`src/include/vdp_cfg.svh`:
```
// --------------------------------------------------------------------------
// VDP register block constants
// Palette depth is fixed at 16 entries of 3 bits per channel
// Reset palette packs entry n of a channel at bits [3n+2:3n]
// --------------------------------------------------------------------------
`ifndef VDP_CFG_SVH
`define VDP_CFG_SVH

`define VDP_ID      5'd2     // Chip identity reported in S#1
`define PAL_ENTRIES 16
`define PAL_IDX_W   4
`define STATUS_FILL 8'hFF    // Returned for unsupported status numbers

// Power-up colors, entry 15 in the top bits
`define PAL_RESET_R 48'hF69D_7655_A640
`define PAL_RESET_G 48'hD0BB_11A5_18C0
`define PAL_RESET_B 48'hF696_9AEB_E640

`endif

```
`src/source/vdp_reg_pkg.sv`:
```
// --------------------------------------------------------------------------
// Register numbers and CPU port encodings
// Pointer bit 5 marks a command engine register, not handled here
// --------------------------------------------------------------------------
package vdp_reg_pkg;

  typedef logic [5:0] reg_num_t;
  typedef logic [7:0] reg_byte_t;

  typedef enum logic [1:0] {
    PORT_VRAM     = 2'd0,
    PORT_CTRL     = 2'd1,
    PORT_PALETTE  = 2'd2,
    PORT_INDIRECT = 2'd3
  } port_t;

  localparam reg_num_t R_MODE0      = 6'd0;
  localparam reg_num_t R_MODE1      = 6'd1;
  localparam reg_num_t R_NAME       = 6'd2;
  localparam reg_num_t R_COLOR_LO   = 6'd3;
  localparam reg_num_t R_PAT_GEN    = 6'd4;
  localparam reg_num_t R_SP_ATR_LO  = 6'd5;
  localparam reg_num_t R_SP_GEN     = 6'd6;
  localparam reg_num_t R_FRAME      = 6'd7;
  localparam reg_num_t R_MODE2      = 6'd8;
  localparam reg_num_t R_MODE3      = 6'd9;
  localparam reg_num_t R_COLOR_HI   = 6'd10;
  localparam reg_num_t R_SP_ATR_HI  = 6'd11;
  localparam reg_num_t R_BLINK_COL  = 6'd12;
  localparam reg_num_t R_BLINK_PER  = 6'd13;
  localparam reg_num_t R_STATUS_SEL = 6'd15;
  localparam reg_num_t R_PAL_IDX    = 6'd16;
  localparam reg_num_t R_INDIRECT   = 6'd17;
  localparam reg_num_t R_ADJUST     = 6'd18;
  localparam reg_num_t R_HSYNC_LINE = 6'd19;
  localparam reg_num_t R_VSTART     = 6'd23;
  localparam reg_num_t R_YJK        = 6'd25;
  localparam reg_num_t R_HSCROLL_HI = 6'd26;
  localparam reg_num_t R_HSCROLL_LO = 6'd27;

endpackage

```
`src/source/vdp_mode_pkg.sv`:
```
// --------------------------------------------------------------------------
// Display mode types
// disp_mode_t is {R0[3:1], R1[3], R1[4]}
// --------------------------------------------------------------------------
package vdp_mode_pkg;

  typedef logic [4:0] disp_mode_t;

  typedef struct packed {
    logic text1;
    logic text1q;
    logic text2;
    logic multi;
    logic multiq;
    logic graphic1;
    logic graphic2;
    logic graphic3;
    logic graphic4;
    logic graphic5;
    logic graphic6;
    logic graphic7;
    logic is_high_res;   // 512 dot wide modes
    logic sp_mode2;
  } mode_flags_t;

endpackage

```
`src/source/cpu_port_decoder.sv`:
```
// --------------------------------------------------------------------------
// CPU access cycle and register write sequencing
// req is a single-cycle strobe, ack follows it by one cycle
// Port 1 bytes pair up; a port 1 read restarts the pairing
// VRAM port accesses are acknowledged and otherwise ignored
// --------------------------------------------------------------------------
module cpu_port_decoder (
  input  logic                   RESET,
  input  logic                   CLK21M,
  input  logic                   req,
  input  logic                   wrt,
  input  vdp_reg_pkg::port_t     port,
  input  vdp_reg_pkg::reg_byte_t data_in,
  output logic                   ack,
  output logic                   reg_wr_valid,
  output vdp_reg_pkg::reg_num_t  reg_wr_num,
  output vdp_reg_pkg::reg_byte_t reg_wr_data
);
  import vdp_reg_pkg::*;

  logic      first_byte;   // Next port 1 write is the data byte
  reg_byte_t p1_buf;
  reg_num_t  r17_ptr;
  logic      r17_inc;
  logic      wr_ctrl;
  logic      wr_ind;

  assign wr_ctrl = req && wrt && (port == PORT_CTRL);
  assign wr_ind  = req && wrt && (port == PORT_INDIRECT);

  always_ff @(posedge RESET or posedge CLK21M) begin
    if (CLK21M) begin
      ack          <= 1'b0;
      reg_wr_valid <= 1'b0;
      first_byte   <= 1'b1;
      r17_ptr      <= '0;
      r17_inc      <= 1'b0;
    end else begin
      ack          <= req;
      reg_wr_valid <= 1'b0;
      if (req && !wrt && port == PORT_CTRL) begin
        first_byte <= 1'b1;
      end else if (wr_ctrl) begin
        first_byte <= !first_byte;
        // Bit 7 set on the second byte selects a register, else VRAM setup
        if (!first_byte && data_in[7]) begin
          reg_wr_valid <= 1'b1;
        end
      end else if (wr_ind) begin
        reg_wr_valid <= (r17_ptr != R_INDIRECT);   // R17 can't write itself
        if (r17_inc) begin
          r17_ptr <= r17_ptr + 1'b1;
        end
      end

      // R17 snoop
      if (reg_wr_valid && reg_wr_num == R_INDIRECT) begin
        r17_ptr <= reg_wr_data[5:0];
        r17_inc <= ~reg_wr_data[7];
      end
    end
  end

  // Write payload
  always_ff @(posedge RESET) begin
    if (wr_ctrl && first_byte) begin
      p1_buf <= data_in;
    end else if (wr_ctrl) begin
      reg_wr_num  <= data_in[5:0];
      reg_wr_data <= p1_buf;
    end else if (wr_ind) begin
      reg_wr_num  <= r17_ptr;
      reg_wr_data <= data_in;
    end
  end

endmodule

```
`src/source/control_regs.sv`:
```
// --------------------------------------------------------------------------
// Control registers R0-R27
// Mode bits, display enable, R25 SP2 and R26 take effect on hsync only
// R16 and R17 are held by the palette writer and the port decoder
// --------------------------------------------------------------------------
module control_regs (
  input  logic                    RESET,
  input  logic                    CLK21M,
  input  logic                    hsync,
  input  logic                    field,
  input  logic                    reg_wr_valid,
  input  vdp_reg_pkg::reg_num_t   reg_wr_num,
  input  vdp_reg_pkg::reg_byte_t  reg_wr_data,
  output vdp_mode_pkg::disp_mode_t disp_mode,
  output logic                    disp_on,
  output logic                    r0_hsync_int_en,
  output logic                    r1_sp_size,
  output logic                    r1_sp_zoom,
  output logic                    r1_vsync_int_en,
  output logic [6:0]              name_addr,
  output logic [10:0]             color_addr,
  output logic [5:0]              pat_gen_addr,
  output logic [9:0]              sp_atr_addr,
  output logic [5:0]              sp_gen_addr,
  output logic [7:0]              frame_color,
  output logic                    r8_sp_off,
  output logic                    r8_col0_on,
  output logic                    r9_pal_mode,
  output logic                    r9_interlace,
  output logic                    r9_y_dots,
  output logic [7:0]              blink_mode,
  output logic [7:0]              blink_period,
  output logic [7:0]              adjust,
  output logic [7:0]              hsync_int_line,
  output logic [7:0]              vstart_line,
  output logic                    r25_yae,
  output logic                    r25_yjk,
  output logic                    r25_msk,
  output logic                    r25_sp2,
  output logic [8:0]              h_scroll,
  output logic [3:0]              status_sel
);
  import vdp_reg_pkg::*;
  import vdp_mode_pkg::*;

  disp_mode_t mode_st;      // Staged until hsync
  logic       disp_on_st;
  logic       sp2_st;
  logic [5:0] hs_hi_st;
  logic [6:0] r2_name;
  logic       two_page;
  logic       is_bitmap;

  always_ff @(posedge RESET or posedge CLK21M) begin
    if (CLK21M) begin
      mode_st         <= '0;
      disp_on_st      <= 1'b0;
      sp2_st          <= 1'b0;
      hs_hi_st        <= '0;
      disp_mode       <= '0;
      disp_on         <= 1'b0;
      r25_sp2         <= 1'b0;
      h_scroll        <= '0;
      r2_name         <= '0;
      two_page        <= 1'b0;
      r0_hsync_int_en <= 1'b0;
      r1_sp_size      <= 1'b0;
      r1_sp_zoom      <= 1'b0;
      r1_vsync_int_en <= 1'b0;
      color_addr      <= '0;
      pat_gen_addr    <= '0;
      sp_atr_addr     <= '0;
      sp_gen_addr     <= '0;
      frame_color     <= '0;
      r8_sp_off       <= 1'b0;
      r8_col0_on      <= 1'b0;
      r9_pal_mode     <= 1'b0;
      r9_interlace    <= 1'b0;
      r9_y_dots       <= 1'b0;
      blink_mode      <= '0;
      blink_period    <= '0;
      adjust          <= '0;
      hsync_int_line  <= '0;
      vstart_line     <= '0;
      r25_yae         <= 1'b0;
      r25_yjk         <= 1'b0;
      r25_msk         <= 1'b0;
      status_sel      <= '0;
    end else begin
      // Full 6-bit compare, so command registers (bit 5) match nothing
      if (reg_wr_valid) begin
        case (reg_wr_num)
          R_MODE0: begin
            mode_st[4:2]    <= reg_wr_data[3:1];
            r0_hsync_int_en <= reg_wr_data[4];
          end
          R_MODE1: begin
            r1_sp_zoom      <= reg_wr_data[0];
            r1_sp_size      <= reg_wr_data[1];
            mode_st[1:0]    <= {reg_wr_data[3], reg_wr_data[4]};
            r1_vsync_int_en <= reg_wr_data[5];
            disp_on_st      <= reg_wr_data[6];
          end
          R_NAME:       r2_name           <= reg_wr_data[6:0];
          R_COLOR_LO:   color_addr[7:0]   <= reg_wr_data;
          R_PAT_GEN:    pat_gen_addr      <= reg_wr_data[5:0];
          R_SP_ATR_LO:  sp_atr_addr[7:0]  <= reg_wr_data;
          R_SP_GEN:     sp_gen_addr       <= reg_wr_data[5:0];
          R_FRAME:      frame_color       <= reg_wr_data;
          R_MODE2: begin
            r8_sp_off  <= reg_wr_data[1];
            r8_col0_on <= reg_wr_data[5];
          end
          R_MODE3: begin
            r9_pal_mode  <= reg_wr_data[1];
            two_page     <= reg_wr_data[2];
            r9_interlace <= reg_wr_data[3];
            r9_y_dots    <= reg_wr_data[7];
          end
          R_COLOR_HI:   color_addr[10:8]  <= reg_wr_data[2:0];
          R_SP_ATR_HI:  sp_atr_addr[9:8]  <= reg_wr_data[1:0];
          R_BLINK_COL:  blink_mode        <= reg_wr_data;
          R_BLINK_PER:  blink_period      <= reg_wr_data;
          R_STATUS_SEL: status_sel        <= reg_wr_data[3:0];
          R_ADJUST:     adjust            <= reg_wr_data;
          R_HSYNC_LINE: hsync_int_line    <= reg_wr_data;
          R_VSTART:     vstart_line       <= reg_wr_data;
          R_YJK: begin
            r25_msk <= reg_wr_data[1];
            r25_yjk <= reg_wr_data[3];
            r25_yae <= reg_wr_data[4];
            sp2_st  <= reg_wr_data[0];
          end
          R_HSCROLL_HI: hs_hi_st          <= reg_wr_data[5:0];
          R_HSCROLL_LO: h_scroll[2:0]     <= reg_wr_data[2:0];
          default: ;
        endcase
      end

      if (hsync) begin
        disp_mode     <= mode_st;
        disp_on       <= disp_on_st;
        r25_sp2       <= sp2_st;
        h_scroll[8:3] <= hs_hi_st;
      end
    end
  end

  // Two-page bitmap display swaps name table page with the field
  assign is_bitmap = disp_mode[4] || (disp_mode[4:2] == 3'b011);
  assign name_addr = (is_bitmap && two_page) ? {r2_name[6], field, r2_name[4:0]} : r2_name;

endmodule

```
`src/source/display_mode_decoder.sv`:
```
// --------------------------------------------------------------------------
// One-hot display mode flags from the latched mode bits
// Purely combinational; unlisted codes give no screen mode flag
// --------------------------------------------------------------------------
module display_mode_decoder (
  input  vdp_mode_pkg::disp_mode_t  disp_mode,
  output vdp_mode_pkg::mode_flags_t flags
);
  import vdp_mode_pkg::*;

  always_comb begin
    flags = '0;
    case (disp_mode)
      5'b00000: flags.graphic1 = 1'b1;
      5'b00001: flags.text1    = 1'b1;
      5'b00010: flags.multi    = 1'b1;
      5'b00100: flags.graphic2 = 1'b1;
      5'b00101: flags.text1q   = 1'b1;
      5'b00110: flags.multiq   = 1'b1;
      5'b01000: flags.graphic3 = 1'b1;
      5'b01001: flags.text2    = 1'b1;
      5'b01100: flags.graphic4 = 1'b1;
      5'b10000: flags.graphic5 = 1'b1;
      5'b10100: flags.graphic6 = 1'b1;
      5'b11100: flags.graphic7 = 1'b1;
      default: ;
    endcase
    // G5/G6 are the 512 dot modes
    flags.is_high_res = (disp_mode[4:3] == 2'b10) && (disp_mode[1:0] == 2'b00);
    // G3 and above use sprite mode 2
    flags.sp_mode2 = flags.graphic3 || flags.graphic4 || flags.graphic5 ||
                     flags.graphic6 || flags.graphic7;
  end

endmodule

```
`src/source/palette_writer.sv`:
```
// --------------------------------------------------------------------------
// Palette write path and 16 x 9-bit palette memory
// Port 2 takes red/blue first, then green; R16 sets the index
// A staged entry commits in dot state 01 or 10; a newer pair overwrites it
// The read port is registered and holds while an entry commits
// --------------------------------------------------------------------------
`include "vdp_cfg.svh"

module palette_writer (
  input  logic                   RESET,
  input  logic                   CLK21M,
  input  logic                   req,
  input  logic                   wrt,
  input  vdp_reg_pkg::port_t     port,
  input  vdp_reg_pkg::reg_byte_t data_in,
  input  logic                   reg_wr_valid,
  input  vdp_reg_pkg::reg_num_t  reg_wr_num,
  input  vdp_reg_pkg::reg_byte_t reg_wr_data,
  input  logic [1:0]             dotstate,
  input  logic [`PAL_IDX_W-1:0]  pal_addr,
  output logic [2:0]             pal_r,
  output logic [2:0]             pal_g,
  output logic [2:0]             pal_b
);
  import vdp_reg_pkg::*;

  logic                  rb_phase;    // Expecting the red/blue byte
  logic [`PAL_IDX_W-1:0] pal_idx;     // R16
  logic [`PAL_IDX_W-1:0] wr_idx;
  logic [2:0]            st_r;
  logic [2:0]            st_g;
  logic [2:0]            st_b;
  logic                  st_valid;
  logic                  commit_ready;
  logic                  commit;
  logic                  wr_pal;
  logic [8:0]            pal_mem [`PAL_ENTRIES];

  assign wr_pal       = req && wrt && (port == PORT_PALETTE);
  assign commit_ready = (dotstate == 2'b01) || (dotstate == 2'b10);
  assign commit       = st_valid && commit_ready;

  initial begin
    for (int i = 0; i < `PAL_ENTRIES; i++) begin
      pal_mem[i] = {3'(`PAL_RESET_R >> (3 * i)),
                    3'(`PAL_RESET_G >> (3 * i)),
                    3'(`PAL_RESET_B >> (3 * i))};
    end
  end

  always_ff @(posedge RESET or posedge CLK21M) begin
    if (CLK21M) begin
      rb_phase <= 1'b1;
      pal_idx  <= '0;
      st_valid <= 1'b0;
    end else begin
      if (commit) begin
        st_valid <= 1'b0;
      end
      if (wr_pal) begin
        rb_phase <= !rb_phase;
        if (!rb_phase) begin
          st_valid <= 1'b1;
          pal_idx  <= pal_idx + 1'b1;   // Wraps at 16
        end
      end
      // R16 snoop, also restarts the byte pair
      if (reg_wr_valid && reg_wr_num == R_PAL_IDX) begin
        pal_idx  <= reg_wr_data[`PAL_IDX_W-1:0];
        rb_phase <= 1'b1;
      end
    end
  end

  // Staged entry
  always_ff @(posedge RESET) begin
    if (wr_pal && rb_phase) begin
      st_r <= data_in[6:4];
      st_b <= data_in[2:0];
    end else if (wr_pal) begin
      st_g   <= data_in[2:0];
      wr_idx <= pal_idx;
    end
  end

  always_ff @(posedge RESET) begin
    if (commit) begin
      pal_mem[wr_idx] <= {st_r, st_g, st_b};
    end else begin
      {pal_r, pal_g, pal_b} <= pal_mem[pal_addr];
    end
  end

endmodule

```
`src/source/status_reader.sv`:
```
// --------------------------------------------------------------------------
// Status register read data
// Only S#1 and S#2 are implemented, others read back as fill
// read_data holds until the next port 1 read
// --------------------------------------------------------------------------
`include "vdp_cfg.svh"

module status_reader (
  input  logic                   RESET,
  input  logic                   CLK21M,
  input  logic                   req,
  input  logic                   wrt,
  input  vdp_reg_pkg::port_t     port,
  input  logic [3:0]             status_sel,
  input  logic                   vd,
  input  logic                   hd,
  input  logic                   field,
  output vdp_reg_pkg::reg_byte_t read_data
);
  import vdp_reg_pkg::*;

  always_ff @(posedge RESET or posedge CLK21M) begin
    if (CLK21M) begin
      read_data <= '0;
    end else if (req && !wrt && port == PORT_CTRL) begin
      case (status_sel)
        4'd1:    read_data <= {2'b00, `VDP_ID, 1'b0};
        4'd2:    read_data <= {1'b0, vd, hd, 1'b0, 2'b11, field, 1'b0};   // S#2
        default: read_data <= `STATUS_FILL;
      endcase
    end
  end

endmodule

```
`src/source/vdp_register.sv`:
```
// --------------------------------------------------------------------------
// VDP CPU register block, top level
// Submodule ports share names with the top, so instances connect by name
// --------------------------------------------------------------------------
`include "vdp_cfg.svh"

module vdp_register (
  input  logic                      RESET,
  input  logic                      CLK21M,
  input  logic                      req,
  input  logic                      wrt,
  input  vdp_reg_pkg::port_t        port,
  input  vdp_reg_pkg::reg_byte_t    data_in,
  output logic                      ack,
  output vdp_reg_pkg::reg_byte_t    read_data,
  input  logic                      hsync,
  input  logic                      field,
  input  logic                      vd,
  input  logic                      hd,
  input  logic [1:0]                dotstate,
  input  logic [`PAL_IDX_W-1:0]     pal_addr,
  output logic [2:0]                pal_r,
  output logic [2:0]                pal_g,
  output logic [2:0]                pal_b,
  output vdp_mode_pkg::mode_flags_t flags,
  output logic                      disp_on,
  output logic                      r0_hsync_int_en,
  output logic                      r1_sp_size,
  output logic                      r1_sp_zoom,
  output logic                      r1_vsync_int_en,
  output logic [6:0]                name_addr,
  output logic [10:0]               color_addr,
  output logic [5:0]                pat_gen_addr,
  output logic [9:0]                sp_atr_addr,
  output logic [5:0]                sp_gen_addr,
  output logic [7:0]                frame_color,
  output logic                      r8_sp_off,
  output logic                      r8_col0_on,
  output logic                      r9_pal_mode,
  output logic                      r9_interlace,
  output logic                      r9_y_dots,
  output logic [7:0]                blink_mode,
  output logic [7:0]                blink_period,
  output logic [7:0]                adjust,
  output logic [7:0]                hsync_int_line,
  output logic [7:0]                vstart_line,
  output logic                      r25_yae,
  output logic                      r25_yjk,
  output logic                      r25_msk,
  output logic                      r25_sp2,
  output logic [8:0]                h_scroll
);
  import vdp_reg_pkg::*;
  import vdp_mode_pkg::*;

  // Register write strobe shared by the register file and palette
  logic       reg_wr_valid;
  reg_num_t   reg_wr_num;
  reg_byte_t  reg_wr_data;
  disp_mode_t disp_mode;
  logic [3:0] status_sel;

  cpu_port_decoder u_cpu_port_decoder (.*);

  control_regs u_control_regs (.*);

  display_mode_decoder u_display_mode_decoder (.*);

  palette_writer u_palette_writer (.*);

  status_reader u_status_reader (.*);

endmodule

```
`config.mk`:
```
export PLATFORM = sky130hd
export DESIGN_NAME = vdp_register
export DESIGN_NICKNAME = d
export VERILOG_FILES = /design/src/source/vdp_reg_pkg.sv /design/src/source/vdp_mode_pkg.sv /design/src/source/cpu_port_decoder.sv /design/src/source/control_regs.sv /design/src/source/display_mode_decoder.sv /design/src/source/palette_writer.sv /design/src/source/status_reader.sv /design/src/source/vdp_register.sv
export VERILOG_INCLUDE_DIRS = /design/src /design/src/include
export SDC_FILE = /design/constraint.sdc
export NUM_CORES = 1
export LEC_CHECK = 0
export BUFFER_PORTS_ARGS = -buffer_cell sky130_fd_sc_hd__buf_2
export CAP_MARGIN = 30
export CORE_ASPECT_RATIO = 1.4
export CORE_MARGIN = 5
export CORE_UTILIZATION = 47
export DETAILED_ROUTE_END_ITERATION = 8
export PLACE_DENSITY = 0.77
export SYNTH_ARGS = -nofsm -noshare
export SYNTH_HDL_FRONTEND = slang
export SYNTH_SLANG_ARGS = --single-unit
```
`constraint.sdc`:
```
create_clock -name RESET -period 5.8 [get_ports RESET]
set_input_delay 0.58 -clock RESET [delete_from_list [all_inputs] [get_ports RESET]]
set_output_delay 0.58 -clock RESET [all_outputs]
set_load 0.05 [all_outputs]
```
Word-level counts from Yosys, hierarchy flattened --
Memory sizes are Yosys's and may differ from the RTL's. A register that Yosys moved wholly into a read port is not among the register bits. Cells that the tools add are included.
Word-level totals: bits in registers 193, memories kept 1, input bits 24, output and inout port bits 143, word-level logic and storage cells 201, bits in writable memories 144
Memories:
- u_palette_writer.pal_mem | depth 16, bits a word 9, read ports 1, clocked after memory_dff 1, wr ports 1, line palette_writer.sv:37 | logic [8:0] pal_mem [`PAL_ENTRIES];
Cells by class: add/subtract/negate cells 2, muxes and demuxes 39, equal/unequal tests 46, reductions and logical operators 57, bitwise gates (word level) 3
Operator list (count):
- 6-bit by 5-bit equality test with 1-bit output, second input constant | 8
- 6-bit 2-to-1 mux | 8
- 2-bit AND reduction | 24
- 6-bit by 4-bit equality test with 1-bit output, second input constant | 7
- 1-bit 2-to-1 mux | 25
- 6-bit by 3-bit equality test with 1-bit output, second input constant | 4
- 8-bit 2-to-1 mux | 2
- 8-bit case mux with 2 select lines | 1
- 5-bit by 3-bit equality test with 1-bit output, second input constant | 3
- 5-bit by 4-bit equality test with 1-bit output, second input constant | 3
- 5-bit equality test, second input constant | 3
- 1-bit logical AND | 14
- 6-bit by 2-bit equality test with 1-bit output, second input constant | 2
- 4-bit 2-to-1 mux | 3
- 2-bit nonzero test | 5
- 2-bit equality test, second input constant | 4
- 6-bit by 1-bit adder with 6-bit output, second input constant | 1
- 6-bit by 1-bit equality test with 1-bit output, second input constant | 1
- 6-bit logical NOT | 1
- 1-bit logical OR | 6
- 2-bit inequality test, second input constant | 3
- 6-bit by 5-bit inequality test with 1-bit output, second input constant | 1
- 5-bit by 1-bit equality test with 1-bit output, second input constant | 1
- 5-bit by 2-bit equality test with 1-bit output, second input constant | 1
- other kinds (10) | 16

Depth between registers and ports, before layout --
Gate-level depths: netlist (run 1).
depth in word-level cells 6, gate-level depth with buffers 6, gate-level depth less buffers 5

Cells and area by module --
A second synthesis (run 1) with hierarchy kept.
Unflattened totals: cells, all modules 793, area, all modules 13827.0 um^2
By module, submodules not included:
- palette_writer | times used 1, cells an instance 308, sequential area each 5136.2 um^2, area each 6641.4 um^2
- control_regs | times used 1, cells an instance 328, sequential area each 3353.2 um^2, area each 5273.8 um^2
- cpu_port_decoder | times used 1, cells an instance 106, sequential area each 912.1 um^2, area each 1475.2 um^2
- status_reader | times used 1, cells an instance 30, sequential area each 150.1 um^2, area each 290.3 um^2
- display_mode_decoder | times used 1, cells an instance 21, sequential area each 0.0 um^2, area each 146.4 um^2

Least setup slack after synthesis (run 1) --
Ideal clock, no wire load.
path type flip-flop to output port, start point reg u_control_regs.disp_mode[0], end point out flags[4] (netlist bit), required time 5.220 ns, data arrival time 3.131 ns, cell stages (with the launch flop) 4, path slack 2.089 ns, path buffers 1, path through dfrtp_1 clkbuf_1 nor4b_1 nor2b_1
RTL lines:
- start: declaration | line control_regs.sv:14 | output vdp_mode_pkg::disp_mode_t disp_mode,
- start signal: assignment | line control_regs.sv:141 | disp_mode <= mode_st;
- end: declaration | line vdp_register.sv:25 | output vdp_mode_pkg::mode_flags_t flags,

==> results.py, run 1 <==
metrics = {
    "worst_setup_path": {
        "start_kind": "flop",
        "cp.required_ps": 5220,
        "crit_path_end_kind": "primary output",
        "worst-setup-path-type": "flop to primary output",
        "path_cells": "nor4b_1, nor2b_1, buf_2",
        "crit_slowest_cell": "nor4b_1",
        "crit_fanout": 8,
        "critical_path.max_stage_delay_ps": 470,
        "worst-path-buf-inv": 1,
        "path_delay_family": "simple AND/OR/NAND/NOR gates",
        "cp.arrival_ps": 1930,
    },
    "power": {
        "power_density_nw_per_um2": 316.1,
        "p_int_uw": 3901,
        "switchingPower_uw": 1055,
        "clkPwrFrac_pct": 41.6,
        "ir_drop_v": 0.0002341,
        "seq_power_share_pct": 53.7,
        "switching_share_pct": 21.29,
        "power.share.combinational_pct": 4.7,
        "leakage_uw": 0.006655,
    },
    "synthesis": {
        "netlist_instances": 782,
        "syn_area_per_cell_um2": 17.18,
        "yosysWarnings": 0,
        "syn-num-nets": 809,
        "ys_seq_elements": 344,
        "synthFlopType": "edfxtp_1",
        "synth-xor-area-share_pct": 0.5867,
        "seq_area_frac_synth_pct": 71.09,
        "yosys.area_share.adder_pct": 0.2794,
        "synth_area_leader_cell": "edfxtp_1",
        "yosys.area_share.simple_pct": 5.588,
        "synth_top_family_by_area": "multiplexers",
        "synth-compound-area-share_pct": 2.002,
        "synth_top_area_share_pct": 42.02,
        "synth_edf_count": 188,
        "synth.area.top_cells": "edfxtp_1 42%, dfrtp_1 29%, mux2_2 13%, mux4_2 6.0%, nor2_1 1.3%",
        "synth.distinct_cells": 42,
        "synthMuxAreaShare_pct": 18.76,
        "ys_async_sr_fraction_pct": 45.35,
        "syn_area_um2": 13440,
    },
    "layout": {
        "layout_common_cells": "188 x edfxtp_1, 168 x buf_2, 154 x dfrtp_1",
        "area_delta_synth_final_pct": 16.70,
        "final_common_cell": "edfxtp_1",
        "fin_nets": 975,
        "drive_gt1_share_pct": 43.27,
        "finalInstanceArea_um2": 15680,
    },
    "clocking": {
        "cts_max_level": 1,
        "cts_resized": 0,
        "cts.sinks": 344,
        "cts_tree": "built",
        "postCtsSetupBuffers": 0,
        "cts_buffers": 31,
        "clock_path_buffers": 3,
        "clk_pin_slew_worst_paths_ps": 60,
        "cts_hold_buf": 0,
        "clk_latency_ps": 550,
        "cts_root_buf": "clkbuf_16",
    },
    "grt": {
        "grt-ovfl-total": 0,
        "grt_pass1_wl_um": 45170,
        "grt_antenna_before_repair": 5,
        "first_global_vias": 7758,
        "grt_max_degree": 100,
        "grt_use_total_pct": 17.86,
    },
    "timing": {
        "period_share_pct": 43.36,
        "fmax_mhz": 397.7,
        "tns_ps": 0,
        "skew_ps": 13.55,
        "fin_crit_ps": 2515,
        "tightest_slew_ps": 968.9,
        "rsz0062_at_grt": "false",
        "setup_viol": 0,
        "hold_viol": 0,
        "relSlewSlack_pct": 35.41,
        "finalMaxSlewViolations": 0,
    },
    "worst_hold_path": {
        "hp-class": "primary input to flop",
    },
    "placement": {
        "place.gp.congestion": 0.8357,
        "place_area_um2": 14630,
        "hpwl_um": 19660,
        "port_buffers": 166,
    },
    "floorplanning": {
        "fp.coreArea_um2": 28310,
        "die_w_um": 152.9,
        "rows": 73,
        "fp.dieH_um": 210.1,
        "design.portCount": 167,
        "die_area_um2": 32120,
        "initial_core_util_pct": 47.45,
    },
    "routing": {
        "postRouteAntennaNets": 0,
        "drt-initial-drc-count": 503,
        "drc": 0,
        "routed_wirelength_um": 28900,
        "firstDrtPassIters": 6,
        "drt-wirelength-per-cell_um": 21.41,
        "vias": 7290,
        "avgViaCountPerCell": 5.400,
    },
    "run": {
        "maxCapViolCount": 0,
    },
    "status": {
        "status": "complete, no violations",
    },
}
metrics by stage:
step                      hold slack, ps  std cells  total power (µW)  worst slack, ps  util, %
after floorplan                    445.7        782              2871             1017        -
after global placement             454.2       1286              2938             2526    51.53
after detailed placement           458.5       1289              2946             2696    51.66
after CTS                          178.4       1347              5000             3253    55.30
after global routing               188.0       1349              5125             3080    55.36
final                              205.8       1350              4956             3285    55.37
power groups by stage:
stage | Combinational, µW | Sequential [µW] | Clock (µW)
3_3_place_gp | 229 | 2710 | 0
6_report | 233 | 2660 | 2060
5_1_grt | 254 | 2660 | 2210
2_1_floorplan | 128 | 2740 | 0
4_1_cts | 237 | 2660 | 2100
3_5_place_dp | 237 | 2710 | 0
path summary, 6_finish.rpt:
kind                                                             from                                   endpoint  slack [ps]  cells after the start
setup / recovery              u_control_regs.disp_mode[3]$_DFFE_PP0P_                                   flags[4]        3290                      3
setup reg to reg           u_cpu_port_decoder.reg_wr_num[5]$_DFFE_PP_  u_control_regs.sp_atr_addr[9]$_DFFE_PP0P_        3560                      4
hold / removal                                                    req           u_cpu_port_decoder.ack$_DFF_PP0_         210                      1
min in group asynchronous                                      CLK21M     u_control_regs.hs_hi_st[1]$_DFFE_PP0P_         220                      2
max in group asynchronous                                      CLK21M  u_control_regs.sp_atr_addr[6]$_DFFE_PP0P_        4290                      3
hold reg to reg               u_palette_writer.pal_idx[3]$_DFFE_PP0P_       u_palette_writer.wr_idx[3]$_DFFE_PP_         470                      0
state kept, by name, indices dropped and copies added, names as in the netlist, 9 cells and up:
name                        count
u_control_regs.h_scroll         9
u_control_regs.color_addr      11
u_control_regs.sp_atr_addr     10
u_palette_writer.pal_mem      144
area by class of cell:
type / instances / area (µm²)
fill: 2258 / 12640
sequential: 344 / 9552
multi-input combinational: 388 / 3662
antenna: 2 / 5.005
clock inverter: 15 / 180.2
inverter: 7 / 31.28
clock buffer: 43 / 850.8
tap: 375 / 469.2
timing repair buffer: 176 / 928.4
kinds of logic (layout without fill, tap and decap cells):
kind of cell / after synthesis / after routing
buffers and inverters: 50 / 241
and+or+nand+nor: 145 / 145
adders and majority gates: 3 / 3
muxes: 188 / 188
AOI/OAI and AO/OA: 43 / 43
DFF: 344 / 344
other: 0 / 2
xor gates and xnor gates: 9 / 9
cells in the mapped netlist (4+ instances only):
master,count
a22oi_1,18
buf_2,8
nand2_1,30
buf_1,7
edfxtp_1,188
xnor2_1,8
nor2b_1,8
nand3_1,7
mux4_2,36
dfrtp_1,154
nor3b_1,4
nor3_1,13
a31oi_1,6
nor2_1,47
mux2_2,150
a21oi_1,13
buf_4,8
nand2b_1,9
inv_1,7
o21ai_0,5
clkbuf_1,20
worst reg2reg max path: cells and delay by family (launching register included):
kind / cells / cell delay (ps)
AND/OR/NAND/NOR: 3 / 1350
flip-flops: 1 / 410
multiplexers: 1 / 360
metal layers:
metal  track usage, %  part of all wire [%]
met5                0                  0.11
met4            5.533                   3.0
met3            4.108                   6.5
met2            32.16                    53
met1            21.42                    37
No activity file was read; power rests on OpenSTA's default activity.
==> inputs of run 2 (changes only) <==
==> constraint.sdc (replaced) <==
create_clock -name RESET -period 2.6 [get_ports RESET]
set_input_delay 0.26 -clock RESET [delete_from_list [all_inputs] [get_ports RESET]]
set_output_delay 0.26 -clock RESET [all_outputs]
set_load 0.05 [all_outputs]
==> run 2 against run 1 <==
Sequential cell count unchanged. Count of clock-buffer cells in the layout decreased by 7. Combinational power increased by 130%. Routed wire length increased by 3.9%. Critical path type unchanged. Largest cell class unchanged. Clock skew increased by 20 ps. Die area unchanged. Non-clock buffer count increased by 34. Clock power increased by 130%. Critical endpoint is now flags[10]. Final cell count increased by 2.4%. Cell area increased by 2.2%. First-iteration DRC count increased by 8.3%.
==> results.py, run 2 (synthesis results as in run 1) <==
metrics = {
    "floorplanning": {
        "design.portCount": 167,
        "fp.coreArea_um2": 28310,
        "die_w_um": 152.9,
        "initial_core_util_pct": 47.45,
        "die_area_um2": 32120,
        "rows": 73,
        "fp.dieH_um": 210.1,
    },
    "worst_setup_path": {
        "r2r-start": "u_cpu_port_decoder.reg_wr_num[4]$_DFFE_PP_",
        "crit_end": "flags[10]",
        "path_delay_family": "simple AND/OR/NAND/NOR gates",
        "path_cells": "or3_1, nor3b_1, buf_2",
        "worst-setup-path-type": "flop to primary output",
        "start_kind": "flop",
        "worst-path-buf-inv": 1,
        "crit_fanout": 8,
        "crit_slowest_cell": "dfrtp_1",
        "critical_path.max_stage_delay_ps": 480,
        "startpoint": "u_control_regs.disp_mode[3]$_DFFE_PP0P_",
        "crit_path_end_kind": "primary output",
        "rr_endpoint": "u_control_regs.color_addr[1]$_DFFE_PP0P_",
        "r2r_slack_ps": 540,
        "crit_cells": 3,
        "cp.required_ps": 2340,
        "r2r_cells": 4,
        "cp.arrival_ps": 1950,
    },
    "layout": {
        "largest_registers": "u_palette_writer.pal_mem x144, u_control_regs.color_addr x11, u_control_regs.sp_atr_addr x10",
        "area_delta_synth_final_pct": 19.31,
        "layout_common_cells": "188 x edfxtp_1, 166 x buf_2, 154 x dfrtp_1",
        "largest_register_ff_count": 144,
        "drive_gt1_share_pct": 44.49,
        "final_common_cell": "edfxtp_1",
        "fin_nets": 1009,
        "diodes": 0,
        "largest_register": "u_palette_writer.pal_mem",
    },
    "routing": {
        "drt-wirelength-per-cell_um": 21.74,
        "drc": 0,
        "drt-initial-drc-count": 545,
        "routed_wirelength_um": 30040,
        "postRouteAntennaNets": 0,
        "vias": 7445,
        "avgViaCountPerCell": 5.387,
        "firstDrtPassIters": 4,
    },
    "placement": {
        "place.gp.congestion": 0.8615,
        "hpwl_um": 20440,
        "port_buffers": 166,
    },
    "power": {
        "leakage_uw": 0.006845,
        "ir_drop_v": 0.0005264,
        "power_density_nw_per_um2": 702.4,
    },
    "clocking": {
        "cts_hold_buf": 10,
        "cts_tree": "built",
        "postCtsSetupBuffers": 0,
        "cts_buffers": 31,
        "clock_path_buffers": 3,
        "cts_max_level": 1,
        "cts_resized": 0,
        "cts_root_buf": "clkbuf_16",
        "clk_latency_ps": 560,
        "clk_pin_slew_worst_paths_ps": 70,
        "cts.sinks": 344,
    },
    "grt": {
        "grt_use_total_pct": 18.49,
        "grt_pass1_wl_um": 46800,
        "grt_antenna_before_repair": 0,
        "grt-ovfl-total": 0,
        "first_global_vias": 7930,
        "grt_max_degree": 61,
    },
    "timing": {
        "fin_crit_ps": 2205,
        "hold_viol": 0,
        "fmax_mhz": 453.4,
        "rsz0062_at_grt": "false",
        "holdWs_ps": 25.76,
        "period_share_pct": 84.82,
        "skew_ps": 33.08,
        "finalMaxSlewViolations": 0,
        "relSlewSlack_pct": 32.37,
        "setup_viol": 0,
        "tns_ps": 0,
        "tightest_slew_ps": 1015,
    },
    "run": {
        "maxCapViolCount": 0,
    },
    "worst_hold_path": {
        "hp-class": "primary input to flop",
    },
    "status": {
        "status": "complete, no violations",
    },
}
[run 2: cell count changes in the layout (fill, tap and decap cells not counted), moves of 2 or more]
cell | before | now
clkinv_1 | 2 | 4
buf_12 | 0 | 3
diode_2 | 2 | 0
clkinvlp_2 | 3 | 0
clkinv_4 | 1 | 3
bufinv_16 | 4 | 6
buf_2 | 168 | 166
clkbuf_1 | 9 | 5
dlygate4sd3_1 | 0 | 10
clkbuf_8 | 3 | 0
clkinvlp_4 | 0 | 3
buf_4 | 6 | 31
[run 2: report_power, final]
group          total (µW)  switching (µW)  leakage (µW)  internal, µW
registers            5930            92.4       0.00380          5840
logic                 546             346       0.00252           200
clock network        4780            1970      0.000521          2800
[run 2: routing by layer]
metal / GRT usage, % / vias to the layer above / routed length, µm
li1: - / 3330 / -
met1: 22.15 / 3852 / 11170
met2: 33.55 / 208 / 16120
met3: 3.676 / 55 / 1709
met4: 6.179 / 0 / 1044
met5: 0 / - / 0
[run 2: final cells by class]
| type | count | area, µm² |
|---|---|---|
| Clock buffer | 36 | 794.5 |
| Clock inverter | 22 | 282.8 |
| Fill cell | 2180 | 12290 |
| Inverter | 7 | 30.03 |
| Multi-Input combinational cell | 388 | 3677 |
| Sequential cell | 344 | 9552 |
| Tap cell | 375 | 469.2 |
| Timing Repair Buffer | 210 | 1224 |
[run 2: how the worst min path moves through the flow]
| stage | start | to | slack (ps) | depth (start not counted) |
|---|---|---|---|---|
| finish | port[0] | u_cpu_port_decoder.first_byte$_DFFE_PP1P_ | 30 | 3 |
| global route | port[0] | u_cpu_port_decoder.first_byte$_DFFE_PP1P_ | 40 | 3 |
| CTS | port[0] | u_cpu_port_decoder.first_byte$_DFFE_PP1P_ | 2 | 3 |
| detailed placement | CLK21M | u_control_regs.hsync_int_line[6]$_DFFE_PP0P_ | 380 | 2 |
| global placement | CLK21M | u_control_regs.hsync_int_line[6]$_DFFE_PP0P_ | 370 | 2 |
| floorplan | req | u_cpu_port_decoder.ack$_DFF_PP0_ | 290 | 0 |
[run 2: worst min-delay path: stages]
cell	delay, ps
buf_2	110
a31oi_1	90
nor2_1	80
[run 2: per-stage QoR]
step	utilization (%)	instance area, µm²	worst slack, ps	power, µW	std cells
after global placement	52.45	14850	579.9	6575	1314
final	56.61	16030	394.7	11260	1382
after detailed placement	52.45	14850	546.3	6588	1314
after CTS	56.61	16030	356.6	11360	1382
after floorplan	-	13450	235.9	6406	782
after global routing	56.61	16030	303.8	11660	1382
==> inputs of run 3 (changes only) <==
==> constraint.sdc (replaced) <==
create_clock -name RESET -period 2.14 [get_ports RESET]
set_input_delay 0.214 -clock RESET [delete_from_list [all_inputs] [get_ports RESET]]
set_output_delay 0.214 -clock RESET [all_outputs]
set_load 0.05 [all_outputs]
==> run 3 against run 2 <==
Final cell count is 0.87% higher. Die area stayed put. Cell area is 0.98% higher. Count of clock-buffer cells in the layout is 9 higher. Via count is 0.86% lower. Routed wire length is 2.1% lower. Sequential cell count stayed put. Sequential power is 22% higher. Global-route usage is 0.30 points lower. Non-clock buffer count is 12 higher. Sequential share of layout area is 0.56 points lower. Critical path depth stayed put. Critical path type unchanged. Critical endpoint unchanged.
==> results.py, run 3 (synthesis results as in run 1) <==
metrics = {
    "status": {
        "status": "complete, no violations",
    },
    "layout": {
        "largest_registers": "u_palette_writer.pal_mem x144, u_control_regs.color_addr x11, u_control_regs.sp_atr_addr x10",
        "finalInstanceArea_um2": 16190,
        "final_common_cell": "edfxtp_1",
        "largest_register_ff_count": 144,
        "area_delta_synth_final_pct": 20.48,
        "fin_nets": 1020,
        "largest_register": "u_palette_writer.pal_mem",
        "drive_gt1_share_pct": 45.82,
        "final_core_util_pct": 57.17,
        "layout_common_cells": "188 x edfxtp_1, 164 x buf_2, 151 x dfrtp_1",
    },
    "grt": {
        "grt_pass1_wl_um": 46210,
        "first_global_vias": 8035,
        "grt_use_total_pct": 18.19,
        "grt-ovfl-total": 0,
        "grt_max_degree": 69,
        "grt_antenna_before_repair": 2,
    },
    "power": {
        "clkPwrFrac_pct": 42.0,
        "power_density_nw_per_um2": 840.4,
        "switching_share_pct": 20.91,
        "p_int_uw": 10760,
        "switchingPower_uw": 2844,
        "seq_power_share_pct": 53.0,
        "ir_drop_v": 0.0007434,
        "power.share.combinational_pct": 5.0,
        "leakage_uw": 0.006927,
    },
    "timing": {
        "fmax_mhz": 490.5,
        "rsz0062_at_grt": "false",
        "fin_crit_ps": 2039,
        "finalMaxSlewViolations": 0,
        "skew_ps": 15.74,
        "setup_viol": 0,
        "relSlewSlack_pct": 35.75,
        "holdWs_ps": 55.88,
        "tightest_slew_ps": 963.8,
        "period_share_pct": 95.27,
        "hold_viol": 0,
    },
    "clocking": {
        "cts_max_level": 1,
        "cts_buffers": 30,
        "cts_root_buf": "clkbuf_16",
        "cts_tree": "built",
        "clock_path_buffers": 3,
        "clk_latency_ps": 550,
        "cts.sinks": 344,
        "clk_pin_slew_worst_paths_ps": 60,
    },
    "placement": {
        "hpwl_um": 19750,
        "port_buffers": 166,
        "place_area_um2": 14950,
        "place.gp.congestion": 0.8043,
    },
    "floorplanning": {
        "fp.coreArea_um2": 28310,
        "rows": 73,
        "die_w_um": 152.9,
        "initial_core_util_pct": 47.45,
        "design.portCount": 167,
        "die_area_um2": 32120,
        "fp.dieH_um": 210.1,
    },
    "worst_setup_path": {
        "worst-setup-path-type": "flop to primary output",
        "crit_fanout": 8,
        "crit_path_end_kind": "primary output",
        "start_kind": "flop",
        "r2r_cells": 5,
        "cp.arrival_ps": 1820,
        "cp.required_ps": 1930,
    },
    "routing": {
        "drc": 0,
        "firstDrtPassIters": 4,
        "routed_wirelength_um": 29410,
        "vias": 7381,
        "postRouteAntennaNets": 0,
        "drt-initial-drc-count": 363,
        "avgViaCountPerCell": 5.295,
        "drt-wirelength-per-cell_um": 21.10,
    },
    "run": {
        "maxCapViolCount": 0,
    },
    "worst_hold_path": {
        "hp-class": "primary input to flop",
        "worstHoldPathCells": 3,
    },
}
[run 3: cell types whose count changed in the layout (fill, tap and decap cells not counted), sizes merged]
| cell | delta |
|---|---|
| buf | +10 |
| clkbuf | +9 |
| clkinv | -5 |
| inv | -3 |
| bufinv | -2 |
| diode | +2 |
| dlygate4sd3 | +2 |
| clkinvlp | -1 |
[run 3: critical path, stage by stage, from the launching register on]
cell     delay [ps]
dfrtp_2         450
or3_1           450
nor3b_2         210
buf_6           180
[run 3: worst paths after layout]
| kind | end | slack, ps | from |
|---|---|---|---|
| setup / recovery | flags[10] | 100 | u_control_regs.disp_mode[4]$_DFFE_PP0P_ |
| hold / removal | u_status_reader.read_data[5]$_DFFE_PP0P_ | 60 | hd |
| setup reg to reg | u_control_regs.blink_mode[7]$_DFFE_PP0P_ | 110 | u_cpu_port_decoder.reg_wr_num[5]$_DFFE_PP_ |
| hold reg to reg | u_status_reader.read_data[2]$_DFFE_PP0P_ | 470 | u_status_reader.read_data[2]$_DFFE_PP0P_ |
| max in group asynchronous | u_palette_writer.rb_phase$_DFFE_PP1P_ | 1160 | CLK21M |
| min in group asynchronous | u_control_regs.adjust[1]$_DFFE_PP0P_ | 230 | CLK21M |
[run 3: final cells by class]
| class | count | area, µm² |
|---|---|---|
| fillers | 2158 | 12130 |
| inverters | 7 | 30.03 |
| clock buffers | 45 | 905.9 |
| clock inverters | 11 | 161.4 |
| multi-input cells | 388 | 3695 |
| well taps | 375 | 469.2 |
| diodes | 2 | 5.005 |
| repair buffers | 222 | 1365 |
| flip-flops and latches | 344 | 9555 |
[run 3: through the flow]
stage / cells / setup WS [ps] / power, µW / TNS [ps]
finish: 1394 / 101.2 / 13600 / 0
global route: 1394 / 13.12 / 14050 / 0
CTS: 1391 / 8.471 / 13720 / 0
detailed placement: 1323 / 85.62 / 8014 / 0
global placement: 1323 / 151.6 / 7995 / 0
floorplan: 782 / -178.1 / 7783 / -7458
[run 3: timing repair]
action | 4_1_cts | 5_1_grt
hold buffers | 12 | 0
pin swaps | 0 | 2
gates resized for setup | 3 | 6
hold endpoints to repair | 38 | 0
setup buffers | 0 | 1
setup endpoints to repair | 1 | 8
[run 3: power by group through the flow]
stage | combinational [µW] | sequential, µW | clock [µW]
final | 681 | 7210 | 5710
after global routing | 740 | 7220 | 6090
after CTS | 692 | 7210 | 5810
after detailed placement | 671 | 7340 | 0
after global placement | 656 | 7340 | 0
after floorplan | 348 | 7440 | 0
[run 3: routing by layer]
layer	global-route usage, %	wire, µm	up-vias	part of all wire (%)
met1	21.16	10930	3741	37
met4	6.271	803	0	2.7
met3	3.984	1865	50	6.3
met2	33.32	15820	229	54
met5	0	0	-	0
li1	-	-	3361	-
